`src/hw/fpu_defines.svh`:
```
// Binary32 field widths, exponent bias, internal widths and special encodings
`ifndef FPU_DEFINES_SVH
`define FPU_DEFINES_SVH

// Word and field widths
`define FPU_WORD_W 32
`define FPU_EXP_W 8
`define FPU_MANT_W 23

// Exponent bias and the all-ones exponent of inf and NaN
`define FPU_BIAS 127
`define FPU_EXP_INF 8'hff

// Signed exponent before normalization, wide enough to see overflow and underflow
`define FPU_PRENORM_EXP_W 10
// Mantissa before normalization, sized for the full product
`define FPU_PRENORM_MANT_W 48

// Canonical quiet NaN
`define FPU_QNAN 32'h7fc00000

`endif

```
`src/hw/fpu_pkg.sv`:
```
// Opcode, operand class and special outcome enums, result flag struct
package fpu_pkg;

   // Supported operations
   typedef enum logic [1:0]
   {
      OP_ADD = 2'd0,
      OP_SUB = 2'd1,
      OP_MUL = 2'd2
   } fpu_op_e;

   // Operand class, subnormals fold into zero
   typedef enum logic [1:0]
   {
      CLASS_ZERO   = 2'd0,
      CLASS_NORMAL = 2'd1,
      CLASS_INF    = 2'd2,
      CLASS_NAN    = 2'd3
   } fpu_class_e;

   // Outcome that bypasses the rounded datapath
   typedef enum logic [1:0]
   {
      SPECIAL_NONE = 2'd0,
      SPECIAL_ZERO = 2'd1,
      SPECIAL_INF  = 2'd2,
      SPECIAL_QNAN = 2'd3
   } fpu_special_e;

   // Result flags
   typedef struct packed
   {
      logic of;
      logic uf;
      logic zero;
      logic ix;
      logic iv;
      logic inf;
   } fpu_flags_t;

endpackage

```
`src/hw/fpu_if.sv`:
```
// Stage interfaces fpu_operand_if and fpu_result_if with their modports
`include "fpu_defines.svh"

//////////////////////////////////////////////////////////////////////
// Unpacked operands, operand stage to datapath
//////////////////////////////////////////////////////////////////////
interface fpu_operand_if;
   logic                  valid;
   fpu_pkg::fpu_op_e      op;
   // Operand a, mantissa carries the hidden bit
   logic                  sign_a;
   logic [`FPU_EXP_W-1:0] exp_a;
   logic [`FPU_MANT_W:0]  mant_a;
   fpu_pkg::fpu_class_e   class_a;
   // Operand b, sign already flipped for subtract
   logic                  sign_b;
   logic [`FPU_EXP_W-1:0] exp_b;
   logic [`FPU_MANT_W:0]  mant_b;
   fpu_pkg::fpu_class_e   class_b;

   modport source (output valid, op, sign_a, exp_a, mant_a, class_a,
                   sign_b, exp_b, mant_b, class_b);
   modport sink (input valid, op, sign_a, exp_a, mant_a, class_a,
                 sign_b, exp_b, mant_b, class_b);
endinterface

//////////////////////////////////////////////////////////////////////
// Rounded result, rounding stage to output stage
//////////////////////////////////////////////////////////////////////
interface fpu_result_if;
   logic                                valid;
   logic                                sign;
   // Biased, may still be out of range
   logic signed [`FPU_PRENORM_EXP_W-1:0] exp;
   logic [`FPU_MANT_W:0]                mant;
   logic                                inexact;
   fpu_pkg::fpu_special_e               special;

   modport source (output valid, sign, exp, mant, inexact, special);
   modport sink (input valid, sign, exp, mant, inexact, special);
endinterface

```
`src/hw/fpu_operand_stage.sv`:
```
// Input register, operand unpacking, subtract sign flip and operand classification
`include "fpu_defines.svh"

module fpu_operand_stage
(
   input  logic                   Clk_CI,
   input  logic                   Rst_RBI,
   input  logic                   enable,
   input  logic [`FPU_WORD_W-1:0] operand_a,
   input  logic [`FPU_WORD_W-1:0] operand_b,
   input  fpu_pkg::fpu_op_e       op,
   fpu_operand_if.source          opnd
);

   logic                   valid_q;
   fpu_pkg::fpu_op_e       op_q;
   logic [`FPU_WORD_W-1:0] a_q;
   logic [`FPU_WORD_W-1:0] b_q;

   // Class from exponent and fraction
   function automatic fpu_pkg::fpu_class_e classify(input logic [`FPU_EXP_W-1:0] exp,
                                                    input logic [`FPU_MANT_W-1:0] frac);
      if (exp == '0)
         return fpu_pkg::CLASS_ZERO;
      else if (exp != `FPU_EXP_INF)
         return fpu_pkg::CLASS_NORMAL;
      else if (frac == '0)
         return fpu_pkg::CLASS_INF;
      else
         return fpu_pkg::CLASS_NAN;
   endfunction

   //////////////////////////////////////////////////////////////////////
   // Request register
   //////////////////////////////////////////////////////////////////////
   always_ff @(posedge Clk_CI, negedge Rst_RBI)
   begin
      if (~Rst_RBI)
         valid_q <= 1'b0;
      else
         valid_q <= enable;
   end

   // Payload, taken every cycle
   always_ff @(posedge Clk_CI)
   begin
      op_q <= op;
      a_q  <= operand_a;
      b_q  <= operand_b;
   end

   // Field split
   assign opnd.valid  = valid_q;
   assign opnd.op     = op_q;
   assign opnd.sign_a = a_q[`FPU_WORD_W-1];
   assign opnd.exp_a  = a_q[`FPU_WORD_W-2:`FPU_MANT_W];
   // Subtract is add with b negated
   assign opnd.sign_b = b_q[`FPU_WORD_W-1] ^ (op_q == fpu_pkg::OP_SUB);
   assign opnd.exp_b  = b_q[`FPU_WORD_W-2:`FPU_MANT_W];

   // Hidden bit from a nonzero exponent, subnormals read as zero
   assign opnd.mant_a = (|opnd.exp_a) ? {1'b1, a_q[`FPU_MANT_W-1:0]} : '0;
   assign opnd.mant_b = (|opnd.exp_b) ? {1'b1, b_q[`FPU_MANT_W-1:0]} : '0;

   assign opnd.class_a = classify(opnd.exp_a, a_q[`FPU_MANT_W-1:0]);
   assign opnd.class_b = classify(opnd.exp_b, b_q[`FPU_MANT_W-1:0]);

endmodule

```
`src/hw/fpu_add_path.sv`:
```
// Add path with exponent alignment, sticky collection and signed-magnitude add
`include "fpu_defines.svh"

module fpu_add_path
(
   fpu_operand_if.sink                         opnd,
   output logic                                sign,
   output logic signed [`FPU_PRENORM_EXP_W-1:0] exp,
   output logic [`FPU_PRENORM_MANT_W-1:0]       mant
);

   logic                           a_big;
   logic                           sub;
   logic [`FPU_EXP_W-1:0]          exp_big;
   logic [`FPU_EXP_W-1:0]          exp_diff;
   logic [`FPU_MANT_W:0]           mant_big;
   logic [`FPU_MANT_W:0]           mant_small;
   logic [`FPU_PRENORM_MANT_W-1:0] big_al;
   logic [`FPU_PRENORM_MANT_W-1:0] small_al;
   logic [`FPU_PRENORM_MANT_W-1:0] small_sh;
   logic                           sticky;

   //////////////////////////////////////////////////////////////////////
   // Operand swap
   //////////////////////////////////////////////////////////////////////
   // Magnitude compare, exponent first, then mantissa
   assign a_big = {opnd.exp_a, opnd.mant_a} >= {opnd.exp_b, opnd.mant_b};

   assign exp_big    = a_big ? opnd.exp_a : opnd.exp_b;
   assign exp_diff   = a_big ? opnd.exp_a - opnd.exp_b : opnd.exp_b - opnd.exp_a;
   assign mant_big   = a_big ? opnd.mant_a : opnd.mant_b;
   assign mant_small = a_big ? opnd.mant_b : opnd.mant_a;

   //////////////////////////////////////////////////////////////////////
   // Alignment
   //////////////////////////////////////////////////////////////////////
   // Hidden bit at 46, bit 47 left free for the carry
   assign big_al   = {1'b0, mant_big, {`FPU_MANT_W{1'b0}}};
   assign small_al = {1'b0, mant_small, {`FPU_MANT_W{1'b0}}};

   // 23 spare low bits hold guard and round
   assign small_sh = small_al >> exp_diff;
   // Anything shifted out
   assign sticky = (small_sh << exp_diff) != small_al;

   //////////////////////////////////////////////////////////////////////
   // Magnitude add or subtract
   //////////////////////////////////////////////////////////////////////
   // Opposite signs subtract
   assign sub = opnd.sign_a ^ opnd.sign_b;

   // Larger operand decides the sign
   assign sign = a_big ? opnd.sign_a : opnd.sign_b;
   assign exp  = $signed({2'b00, exp_big});

   // Sticky jammed into the lsb, far below the round position
   assign mant = sub ? big_al - (small_sh | sticky) : big_al + (small_sh | sticky);

endmodule

```
`src/hw/fpu_mult_path.sv`:
```
// Multiply path with product sign, biased exponent sum and full mantissa product
`include "fpu_defines.svh"

module fpu_mult_path
(
   fpu_operand_if.sink                         opnd,
   output logic                                sign,
   output logic signed [`FPU_PRENORM_EXP_W-1:0] exp,
   output logic [`FPU_PRENORM_MANT_W-1:0]       mant
);

   logic signed [`FPU_PRENORM_EXP_W-1:0] exp_a;
   logic signed [`FPU_PRENORM_EXP_W-1:0] exp_b;

   // Sign of a product
   assign sign = opnd.sign_a ^ opnd.sign_b;

   // Exponents widened so the sum keeps its range
   assign exp_a = $signed({2'b00, opnd.exp_a});
   assign exp_b = $signed({2'b00, opnd.exp_b});

   // One bias removed, result stays biased
   assign exp = exp_a + exp_b - `FPU_BIAS;

   // 1.23 times 1.23, leading one lands at bit 47 or 46
   assign mant = opnd.mant_a * opnd.mant_b;

endmodule

```
`src/hw/fpu_round_special.sv`:
```
// Path select, normalization, round to nearest even and special case resolution
`include "fpu_defines.svh"

module fpu_round_special
(
   fpu_operand_if.sink                        opnd,
   input logic                                add_sign,
   input logic signed [`FPU_PRENORM_EXP_W-1:0] add_exp,
   input logic [`FPU_PRENORM_MANT_W-1:0]       add_mant,
   input logic                                mult_sign,
   input logic signed [`FPU_PRENORM_EXP_W-1:0] mult_exp,
   input logic [`FPU_PRENORM_MANT_W-1:0]       mult_mant,
   fpu_result_if.source                       res
);

   logic                                is_mul;
   logic                                sel_sign;
   logic signed [`FPU_PRENORM_EXP_W-1:0] sel_exp;
   logic [`FPU_PRENORM_MANT_W-1:0]       sel_mant;
   logic [5:0]                          lead;
   logic [`FPU_PRENORM_MANT_W-1:0]       norm_mant;
   logic signed [`FPU_PRENORM_EXP_W-1:0] norm_exp;
   logic                                guard;
   logic                                sticky;
   logic [`FPU_MANT_W+1:0]              rnd_mant;
   logic                                a_inf;
   logic                                b_inf;
   logic                                a_zero;
   logic                                b_zero;
   logic                                invalid;

   //////////////////////////////////////////////////////////////////////
   // Path select and normalization
   //////////////////////////////////////////////////////////////////////
   assign is_mul   = (opnd.op == fpu_pkg::OP_MUL);
   assign sel_sign = is_mul ? mult_sign : add_sign;
   assign sel_exp  = is_mul ? mult_exp : add_exp;
   assign sel_mant = is_mul ? mult_mant : add_mant;

   // Leading one, highest set bit wins
   always_comb
   begin
      lead = '0;
      for (int i = 0; i < `FPU_PRENORM_MANT_W; i++)
      begin
         if (sel_mant[i])
            lead = 6'(i);
      end
   end

   // Leading one to bit 47
   assign norm_mant = sel_mant << (6'(`FPU_PRENORM_MANT_W - 1) - lead);
   // Bit 46 is the reference position
   assign norm_exp  = sel_exp + $signed({4'b0000, lead}) - (`FPU_PRENORM_MANT_W - 2);

   //////////////////////////////////////////////////////////////////////
   // Round to nearest even
   //////////////////////////////////////////////////////////////////////
   assign guard  = norm_mant[`FPU_PRENORM_MANT_W-`FPU_MANT_W-2];
   assign sticky = |norm_mant[`FPU_PRENORM_MANT_W-`FPU_MANT_W-3:0];

   // Up on more than half, ties go to an even lsb
   assign rnd_mant = {1'b0, norm_mant[`FPU_PRENORM_MANT_W-1:`FPU_PRENORM_MANT_W-`FPU_MANT_W-1]}
                     + (guard & (sticky | norm_mant[`FPU_PRENORM_MANT_W-`FPU_MANT_W-1]));

   // Carry out renormalizes by one
   assign res.mant    = rnd_mant[`FPU_MANT_W+1] ? rnd_mant[`FPU_MANT_W+1:1]
                                                : rnd_mant[`FPU_MANT_W:0];
   assign res.exp     = norm_exp + {{(`FPU_PRENORM_EXP_W-1){1'b0}}, rnd_mant[`FPU_MANT_W+1]};
   assign res.inexact = guard | sticky;
   assign res.valid   = opnd.valid;

   //////////////////////////////////////////////////////////////////////
   // Special cases
   //////////////////////////////////////////////////////////////////////
   assign a_inf  = (opnd.class_a == fpu_pkg::CLASS_INF);
   assign b_inf  = (opnd.class_b == fpu_pkg::CLASS_INF);
   assign a_zero = (opnd.class_a == fpu_pkg::CLASS_ZERO);
   assign b_zero = (opnd.class_b == fpu_pkg::CLASS_ZERO);

   // NaN in, inf minus inf, zero times inf
   assign invalid = (opnd.class_a == fpu_pkg::CLASS_NAN) || (opnd.class_b == fpu_pkg::CLASS_NAN)
                    || (is_mul && ((a_inf && b_zero) || (a_zero && b_inf)))
                    || (!is_mul && a_inf && b_inf && (opnd.sign_a != opnd.sign_b));

   always_comb
   begin
      res.special = fpu_pkg::SPECIAL_NONE;
      res.sign    = sel_sign;
      if (invalid)
         res.special = fpu_pkg::SPECIAL_QNAN;
      else if (a_inf || b_inf)
      begin
         res.special = fpu_pkg::SPECIAL_INF;
         // Sum takes the sign of the infinite operand
         if (!is_mul)
            res.sign = a_inf ? opnd.sign_a : opnd.sign_b;
      end
      else if (sel_mant == '0)
      begin
         res.special = fpu_pkg::SPECIAL_ZERO;
         // Exact zero sum is positive, a product keeps the xor
         if (!is_mul)
            res.sign = 1'b0;
      end
   end

endmodule

```
`src/hw/fpu_result_stage.sv`:
```
// Output stage with range check, word packing, flag derivation and result register
`include "fpu_defines.svh"

module fpu_result_stage
(
   input  logic                   Clk_CI,
   input  logic                   Rst_RBI,
   fpu_result_if.sink             res,
   output logic [`FPU_WORD_W-1:0] result,
   output logic                   valid,
   output logic                   of,
   output logic                   uf,
   output logic                   zero,
   output logic                   ix,
   output logic                   iv,
   output logic                   inf
);

   logic [`FPU_WORD_W-1:0] word_d;
   fpu_pkg::fpu_flags_t    flags_d;
   fpu_pkg::fpu_flags_t    flags_q;

   //////////////////////////////////////////////////////////////////////
   // Packing and flags
   //////////////////////////////////////////////////////////////////////
   always_comb
   begin
      word_d  = {res.sign, res.exp[`FPU_EXP_W-1:0], res.mant[`FPU_MANT_W-1:0]};
      flags_d = '0;
      case (res.special)
         fpu_pkg::SPECIAL_QNAN:
         begin
            word_d     = `FPU_QNAN;
            flags_d.iv = 1'b1;
         end
         fpu_pkg::SPECIAL_INF:
         begin
            word_d      = {res.sign, `FPU_EXP_INF, {`FPU_MANT_W{1'b0}}};
            flags_d.inf = 1'b1;
         end
         fpu_pkg::SPECIAL_ZERO:
         begin
            word_d       = {res.sign, {(`FPU_WORD_W-1){1'b0}}};
            flags_d.zero = 1'b1;
         end
         default:
         begin
            flags_d.ix = res.inexact;
            // Past the largest normal
            if (res.exp >= $signed({2'b00, `FPU_EXP_INF}))
            begin
               word_d      = {res.sign, `FPU_EXP_INF, {`FPU_MANT_W{1'b0}}};
               flags_d.of  = 1'b1;
               flags_d.ix  = 1'b1;
               flags_d.inf = 1'b1;
            end
            // Below the smallest normal, flush to signed zero
            else if (res.exp <= 0)
            begin
               word_d       = {res.sign, {(`FPU_WORD_W-1){1'b0}}};
               flags_d.uf   = 1'b1;
               flags_d.ix   = 1'b1;
               flags_d.zero = 1'b1;
            end
         end
      endcase
   end

   //////////////////////////////////////////////////////////////////////
   // Output register
   //////////////////////////////////////////////////////////////////////
   always_ff @(posedge Clk_CI, negedge Rst_RBI)
   begin
      if (~Rst_RBI)
      begin
         result  <= '0;
         flags_q <= '0;
         valid   <= 1'b0;
      end
      else
      begin
         result  <= word_d;
         flags_q <= flags_d;
         valid   <= res.valid;
      end
   end

   assign of   = flags_q.of;
   assign uf   = flags_q.uf;
   assign zero = flags_q.zero;
   assign ix   = flags_q.ix;
   assign iv   = flags_q.iv;
   assign inf  = flags_q.inf;

endmodule

```
`src/hw/fpu_top.sv`:
```
// FPU top level connecting the operand stage, both paths, rounding and result stage
`include "fpu_defines.svh"

module fpu_top
(
   input  logic                   Clk_CI,
   input  logic                   Rst_RBI,
   input  logic                   enable,
   input  logic [`FPU_WORD_W-1:0] operand_a,
   input  logic [`FPU_WORD_W-1:0] operand_b,
   input  fpu_pkg::fpu_op_e       op,
   output logic [`FPU_WORD_W-1:0] result,
   output logic                   valid,
   output logic                   of,
   output logic                   uf,
   output logic                   zero,
   output logic                   ix,
   output logic                   iv,
   output logic                   inf
);

   // Stage links
   fpu_operand_if opnd ();
   fpu_result_if  res ();

   // Prenormalized path outputs
   logic                                add_sign;
   logic signed [`FPU_PRENORM_EXP_W-1:0] add_exp;
   logic [`FPU_PRENORM_MANT_W-1:0]       add_mant;
   logic                                mult_sign;
   logic signed [`FPU_PRENORM_EXP_W-1:0] mult_exp;
   logic [`FPU_PRENORM_MANT_W-1:0]       mult_mant;

   fpu_operand_stage operand_stage0
   (
      .Clk_CI    (Clk_CI),
      .Rst_RBI   (Rst_RBI),
      .enable    (enable),
      .operand_a (operand_a),
      .operand_b (operand_b),
      .op        (op),
      .opnd      (opnd.source)
   );

   fpu_add_path add_path0
   (
      .opnd (opnd.sink),
      .sign (add_sign),
      .exp  (add_exp),
      .mant (add_mant)
   );

   fpu_mult_path mult_path0
   (
      .opnd (opnd.sink),
      .sign (mult_sign),
      .exp  (mult_exp),
      .mant (mult_mant)
   );

   fpu_round_special round_special0
   (
      .opnd      (opnd.sink),
      .add_sign  (add_sign),
      .add_exp   (add_exp),
      .add_mant  (add_mant),
      .mult_sign (mult_sign),
      .mult_exp  (mult_exp),
      .mult_mant (mult_mant),
      .res       (res.source)
   );

   fpu_result_stage result_stage0
   (
      .Clk_CI  (Clk_CI),
      .Rst_RBI (Rst_RBI),
      .res     (res.sink),
      .result  (result),
      .valid   (valid),
      .of      (of),
      .uf      (uf),
      .zero    (zero),
      .ix      (ix),
      .iv      (iv),
      .inf     (inf)
   );

endmodule

```
`config.mk`:
```
export PLATFORM = sky130hd
export DESIGN_NAME = fpu_top
export DESIGN_NICKNAME = d
export VERILOG_FILES = /design/src/hw/fpu_pkg.sv /design/src/hw/fpu_if.sv /design/src/hw/fpu_operand_stage.sv /design/src/hw/fpu_add_path.sv /design/src/hw/fpu_mult_path.sv /design/src/hw/fpu_round_special.sv /design/src/hw/fpu_result_stage.sv /design/src/hw/fpu_top.sv
export VERILOG_INCLUDE_DIRS = /design/src /design/src/hw
export SDC_FILE = /design/constraint.sdc
export NUM_CORES = 2
export LEC_CHECK = 0
export CAP_MARGIN = 20
export CORE_UTILIZATION = 55
export CTS_BUF_LIST = sky130_fd_sc_hd__clkbuf_4
export CTS_CLUSTER_DIAMETER = 40
export DETAILED_ROUTE_END_ITERATION = 6
export DONT_BUFFER_PORTS = 1
export GPL_TIMING_DRIVEN = 1
export PLACE_DENSITY = 0.7
export SETUP_SLACK_MARGIN = 0.05
export SLEW_MARGIN = 0
export SYNTH_ARGS = -nofsm -noshare
export SYNTH_HDL_FRONTEND = slang
export SYNTH_SLANG_ARGS = --single-unit
```
`constraint.sdc`:
```
create_clock -name Clk_CI -period 24.9 [get_ports Clk_CI]
set_input_delay 4.98 -clock Clk_CI [delete_from_list [all_inputs] [get_ports Clk_CI]]
set_output_delay 4.98 -clock Clk_CI [all_outputs]
set_load 0.03 [all_outputs]
```
Word level (Yosys, flattened, before mapping) --
Index checks and enable logic that the tools add are counted.
Word-level totals: register bits after elaboration 106, bits of input ports 69, output and inout bits 39, logic and storage cells 160
Operators by class: $add $sub $neg 11, shifts and indexed selects 3, bitwise logic cells 6, eq/ne operators 13, $mul 1, magnitude comparators 3, reduce and logical (&&, ||, !) cells 25, muxes and demuxes 86
Operator list (number):
- $mux 24 | 4
- $mux 48 | 2
- $mux 6 | 16
- $pmux 32 s3 | 1
- $mux 5 | 16
- $mux 31 | 2
- $add 47x48->48 | 1
- $logic_not 48->1 | 1
- $mul 24x24->48 | 1
- $ne 48x47->1 | 1
- $or 48x1->48 | 1
- $shl 48x6->48 | 1
- $shl 48x8->48 | 1
- $shr 47x8->48 | 1
- $sub 47x48->48 | 1
- $logic_not 23->1 | 2
- $ge 32x32->1 | 1
- $mux 4 | 8
- $add 24x25->25 | 1
- $and 1x25->25 | 1
- $mux 23 | 1
- $reduce_or 23->1 | 1
- $mux 2 | 10
- $logic_not 8->1 | 2
- 27 further kinds | 71

Longest topological paths before layout --
depth after elaboration 69, mapped depth 83, mapped depth without buffers 71

Cells and area by module --
From an unflattened synthesis, not the netlist that was laid out.
Unflattened totals: cell total of the unflattened synthesis 5634, area total of the unflattened synthesis 42859.9 µm²
Modules (own cells, without submodules):
- fpu_mult_path | sequential area each 0.0 µm², area an instance 19322.3 µm², times used 1, cells each 2218
- fpu_add_path | sequential area each 0.0 µm², area an instance 13013.7 µm², times used 1, cells each 2062
- fpu_round_special | sequential area each 0.0 µm², area an instance 6920.4 µm², times used 1, cells each 1057
- fpu_operand_stage | sequential area each 1346.3 µm², area an instance 1976.9 µm², times used 1, cells each 167
- fpu_result_stage | sequential area each 975.9 µm², area an instance 1626.6 µm², times used 1, cells each 130

Worst setup path after synthesis --
No wires, ideal clock.
kind reg2reg, start point register operand_stage0.a_q[24], end point register result_stage0.result[12], slack 9.284 ns, period minus slack after synthesis 15.616 ns, stages on the path, launching flop included 74, setup time 0.094 ns, buffers on the path 10, required time 24.806 ns, arrival time 15.522 ns, cell sequence dfxtp_1 nor4_1 and2_1 clkbuf_1 inv_1 clkbuf_1 clkbuf_1 clkbuf_1 clkbuf_1 clkbuf_1 and3_1 clkbuf_1 nand2_1 fa_1 inv_1 fa_1 fa_1 inv_1 [... 38 more ...] fa_1 inv_1 ha_1 fa_1 a21oi_1 nor2_1 nor2_1 o21bai_1 a21oi_1 o21bai_1 a21oi_1 xnor2_1 o31ai_1 nor2_1 nand2_1 inv_1 o31ai_4 a211oi_1
Between the ends: longest elaborated chain between the ends 69, elaborated cells on any way between the ends 108, classes of those cells 11 x add/sub; 1 x mul; 3 x order compare; 7 x eq/ne; 3 x shift; 64 x mux; 3 x bitwise; 16 x reduce/logical
Ends and longest elaborated chain:
- start, declared | RTL line fpu_operand_stage.sv:17 | logic [`FPU_WORD_W-1:0] a_q;
- start signal, assigned | RTL line fpu_operand_stage.sv:48 | a_q <= operand_a;
- $reduce_or 8->1 | RTL line fpu_operand_stage.sv:62 | assign opnd.mant_a = (|opnd.exp_a) ? {1'b1, a_q[`FPU_MANT_W-1:0]} : '0;
- $mux 24 | RTL line fpu_operand_stage.sv:62
- $ge 32x32->1 | RTL line fpu_add_path.sv:27 | assign a_big = {opnd.exp_a, opnd.mant_a} >= {opnd.exp_b, opnd.mant_b};
- $mux 24 / $mux 8 (equally long branches) | RTL line fpu_add_path.sv:32, fpu_add_path.sv:30
- $shr 47x8->48 | RTL line fpu_add_path.sv:42 | assign small_sh = small_al >> exp_diff;
- $shl 48x8->48 | RTL line fpu_add_path.sv:44 | assign sticky = (small_sh << exp_diff) != small_al;
- $ne 48x47->1 | RTL line fpu_add_path.sv:44
- $or 48x1->48 | RTL line fpu_add_path.sv:57 | assign mant = sub ? big_al - (small_sh | sticky) : big_al + (small_sh | sticky);
- [... 54 more ...]
- $and 1x25->25 | RTL line fpu_round_special.sv:64 | + (guard & (sticky | norm_mant[`FPU_PRENORM_MANT_W-`FPU_MANT_W-1]));
- $add 24x25->25 | RTL line fpu_round_special.sv:63 | assign rnd_mant = {1'b0, norm_mant[`FPU_PRENORM_MANT_W-1:`FPU_PRENORM_MANT_W-`FPU_MANT_W-1]}
- $add 10x1->10 | RTL line fpu_round_special.sv:69 | assign res.exp = norm_exp + {{(`FPU_PRENORM_EXP_W-1){1'b0}}, rnd_mant[`FPU_MANT_W+1]};
- $le 10x1->1 | RTL line fpu_result_stage.sv:58 | else if (res.exp <= 0)
- $mux 31 | RTL line fpu_result_stage.sv:58
- $mux 31 | RTL line fpu_result_stage.sv:50 | if (res.exp >= $signed({2'b00, `FPU_EXP_INF}))
- $pmux 32 s3 (*) | RTL line fpu_result_stage.sv:30 | case (res.special)
- net result_stage0.word_d[12] | RTL line fpu_result_stage.sv:19 | logic [`FPU_WORD_W-1:0] word_d;
- end signal, assigned | RTL line fpu_result_stage.sv:82 | result <= word_d;
- end, declared | RTL line fpu_result_stage.sv:9 | output logic [`FPU_WORD_W-1:0] result,
The timed path passes the listed nets; every way through them passes the cells marked *.

Final worst setup path --
start point register operand_stage0.a_q[29], end point register result_stage0.result[12]
Same word-level chain as after synthesis.

==> impl_metrics.yaml <==
floorplan:
  coreArea_sq_mm: 0.07798
  ios: 108
  start_util_pct: 56.00
  die_w_um: 283.8
  std_cell_rows: 102
  die_y_um: 283.8
  die-area_sq_mm: 0.08052
global_routing:
  met3_usage_pct: 27.05
  grt_pass1_wl_mm: 331.5
  grt_antenna_before_repair: 18
  grt_pass1_vias: 48110
  busiest_layer: "met2"
  grt_max_degree: 70
  grt_usage_pct: 56.16
  use_met2_pct: 78.47
  gr-usage-met1_pct: 64.06
  overflow: 0
worst_setup_path:
  crit_fanout: 69
  path_common_cell: "nor2_1"
  critPathLaunchType: "register"
  max_stage_delay_ps: 970
  arrival_ps: 23540
  cp_slowest_cell: "clkinv_1"
  end_kind: "register"
  crit_type: "register to register"
  cp.required_ps: 25490
clocking:
  clk_pin_slew_worst_paths_ps: 200
  tritoncts: "yes"
  htreeDepth: 3
  cts_setup_buffers: 0
  root_buffer: "clkbuf_4"
  cts_resized: 0
  cts_buffers: 9
  clk-insertion-delay-late_ps: 760
  clk_path_buf_depth: 2
  cts.sinks: 106
  hold_buffers: 0
synthesis:
  seq_area_frac_synth_pct: 5.318
  async_reset_ff_share_pct: 37.74
  syn_inst: 5806
  synth.distinct_cells: 130
  syn_nets: 6672
  synth_area_sq_mm: 0.04367
  yosys_warnings: 0
  avgSynthCellArea_sq_um: 7.521
  synth_edf_count: 0
  ys_ff_latch: 106
  ys.flop_type: "dfxtp_1"
run_status:
  violations: "DRC"
  run_status: "finished, violations left"
finish:
  fin_util_pct: 57.77
  synthToLayoutAreaGrowth_pct: 3.169
  layout.nets: 6470
  drive_gt1_share_pct: 7.238
route:
  firstDrtPassIters: 7
  antenna_left: 0
  num_vias: 49422
  viasPerCell: 7.417
  wl_mm: 227.9
  drcViolationCount: 149
  drt_iter0_drc: 8866
  wl_per_cell_um: 34.20
timing:
  finalCritPeriodShare_pct: 92.17
  relSlewSlack_pct: 16.22
  min_period_ps: 22950
  finalHoldViolations: 0
  skew_ps: 97.60
  holdWs_ps: 388.7
  setup_viol: 0
  fmax_ghz: 0.04357
  worst_pin_slew_ps: 1252
  tns_ps: 0
  drv_slew: 0
  rsz0062_at_grt: "false"
placement:
  gp_congestion: 1.178
  hpwl_mm: 171.9
  port_buffers: 0
worst_hold_path:
  holdCritPathClass: "register to register"
job:
  cap_violations: 0
[through the flow]
stage          std cells  instance area, sq um  worst slack [ps]
5_1_grt             6657                 45030              1200
3_3_place_gp        6612                 44690              2877
3_5_place_dp        6616                 44720              3446
6_report            6663                 45050              1950
4_1_cts             6632                 44850              3345
2_1_floorplan       5806                 43670              9284
[cell usage in the layout (no fill, tap or decap), types with 21 or more instances in the layout]
master    netlist  layout
a21oi_1       313     313
nand3_1       122     120
a22oi_1        37      36
or3_1          39      39
o31ai_1        30      30
mux2i_1       133     132
a211oi_1       82      81
o32ai_1        21      21
ha_1          309     308
o211ai_1       63      63
nand2_1       724     723
mux2_2         49      49
xnor2_1        86      83
dfrtp_1        40      40
dfxtp_1        66      66
o21bai_1       29      29
nor4_1         57      56
a31oi_1        76      74
o22a_1         22      22
nand4_1        54      54
buf_4          15     181
nor2_1        415     412
nand2b_1       29      28
o22ai_1        67      66
and3_1         57      57
xor2_1         32      31
nor3_1        125     123
a32oi_1        21      21
inv_1         682     682
o221ai_1       27      27
a21o_1         59      59
o21a_1         33      33
o21ai_0       208     205
fa_1          488     486
a221oi_1       22      22
and2_1        295     294
[cell usage after synthesis, drive strengths merged (24+ instances only)]
cell,n,area share (%)
clkbuf,268,2.3
nand2b,29,0.42
nand4,57,0.86
a22oi,38,0.66
nor2,421,3.7
nand2,728,6.3
nor3,133,1.6
o31ai,35,0.70
o21ai,225,2.6
and3,57,0.82
nand3,124,1.4
ha,309,8.9
o22ai,69,1.0
xnor2,86,1.7
a2111oi,26,0.70
xor2,32,0.64
inv,688,5.9
buf,136,1.6
dfxtp,66,3.0
fa,488,22
mux2,50,1.3
dfrtp,40,2.3
o21bai,29,0.50
a21oi,316,3.6
or3,39,0.56
o221ai,27,0.54
nor4,61,0.95
o21a,33,0.57
o211ai,64,1.1
a221oi,24,0.51
a211oi,86,1.5
mux2i,134,3.1
and2,300,4.3
a31oi,78,1.2
a21o,59,1.0
[registers in the layout, indices dropped and copies added, names as in the netlist, 2 cells and up]
name,flops
operand_stage0.b_q,32
operand_stage0.opnd.op,2
operand_stage0.a_q,32
result_stage0.result,32
[critical path: cells and delay by family (launching register included)]
kind                       cells  cell delay, ps
and+or+nand+nor               27           10930
AOI/OAI and AO/OA             21            4800
buffers and inverters         12            4300
adders and majority gates      5            1440
muxes                          1             430
xor gates and xnor gates       2             420
DFF                            1             410
[per-layer routing]
layer | vias to the layer above | wire, um
li1 | 19756 | -
met1 | 23224 | 74750
met2 | 4814 | 90700
met3 | 1614 | 36750
met4 | 14 | 25590
met5 | - | 115
[final timing paths]
| check | startpoint | slack [ps] | cells past startpoint | to |
|---|---|---|---|---|
| setup reg to reg | operand_stage0.a_q[29] | 1950 | 68 | result_stage0.result[12] |
| min in group asynchronous | Rst_RBI | 3950 | 0 | result_stage0.result[29] |
| hold / removal | operand_stage0.opnd.valid | 390 | 0 | result_stage0.valid |
| max in group asynchronous | Rst_RBI | 20840 | 0 | result_stage0.result[22] |
| setup / recovery | operand_stage0.a_q[29] | 1950 | 68 | result_stage0.result[12] |
| hold reg to reg | operand_stage0.opnd.valid | 390 | 0 | result_stage0.valid |
[layout make-up]
type,instances,area (sq um)
clock inverter,5,45.04
clock buffer,11,82.58
antenna,14,35.03
timing repair buffer,191,1438
inverter,692,2599
multi-input combinational,4604,37230
fill,6994,32930
tap,1040,1301
sequential,106,2322
[cells by family (layout without fill, tap and decap cells)]
logic type | Yosys count | in the layout | synth area share [%]
other | 0 | 14 | 0
xor gates and xnor gates | 118 | 118 | 2.367
DFF | 106 | 106 | 5.318
adders and majority gates | 797 | 797 | 31.23
buffers and inverters | 1096 | 899 | 9.897
AOI/OAI and AO/OA | 1423 | 1423 | 22.92
muxes | 202 | 202 | 5.298
and+or+nand+nor | 2064 | 2064 | 22.97
Power is left out: the tool's default activity adds up to more than one toggle a clock period on the data nets, which glitch-free logic cannot reach.
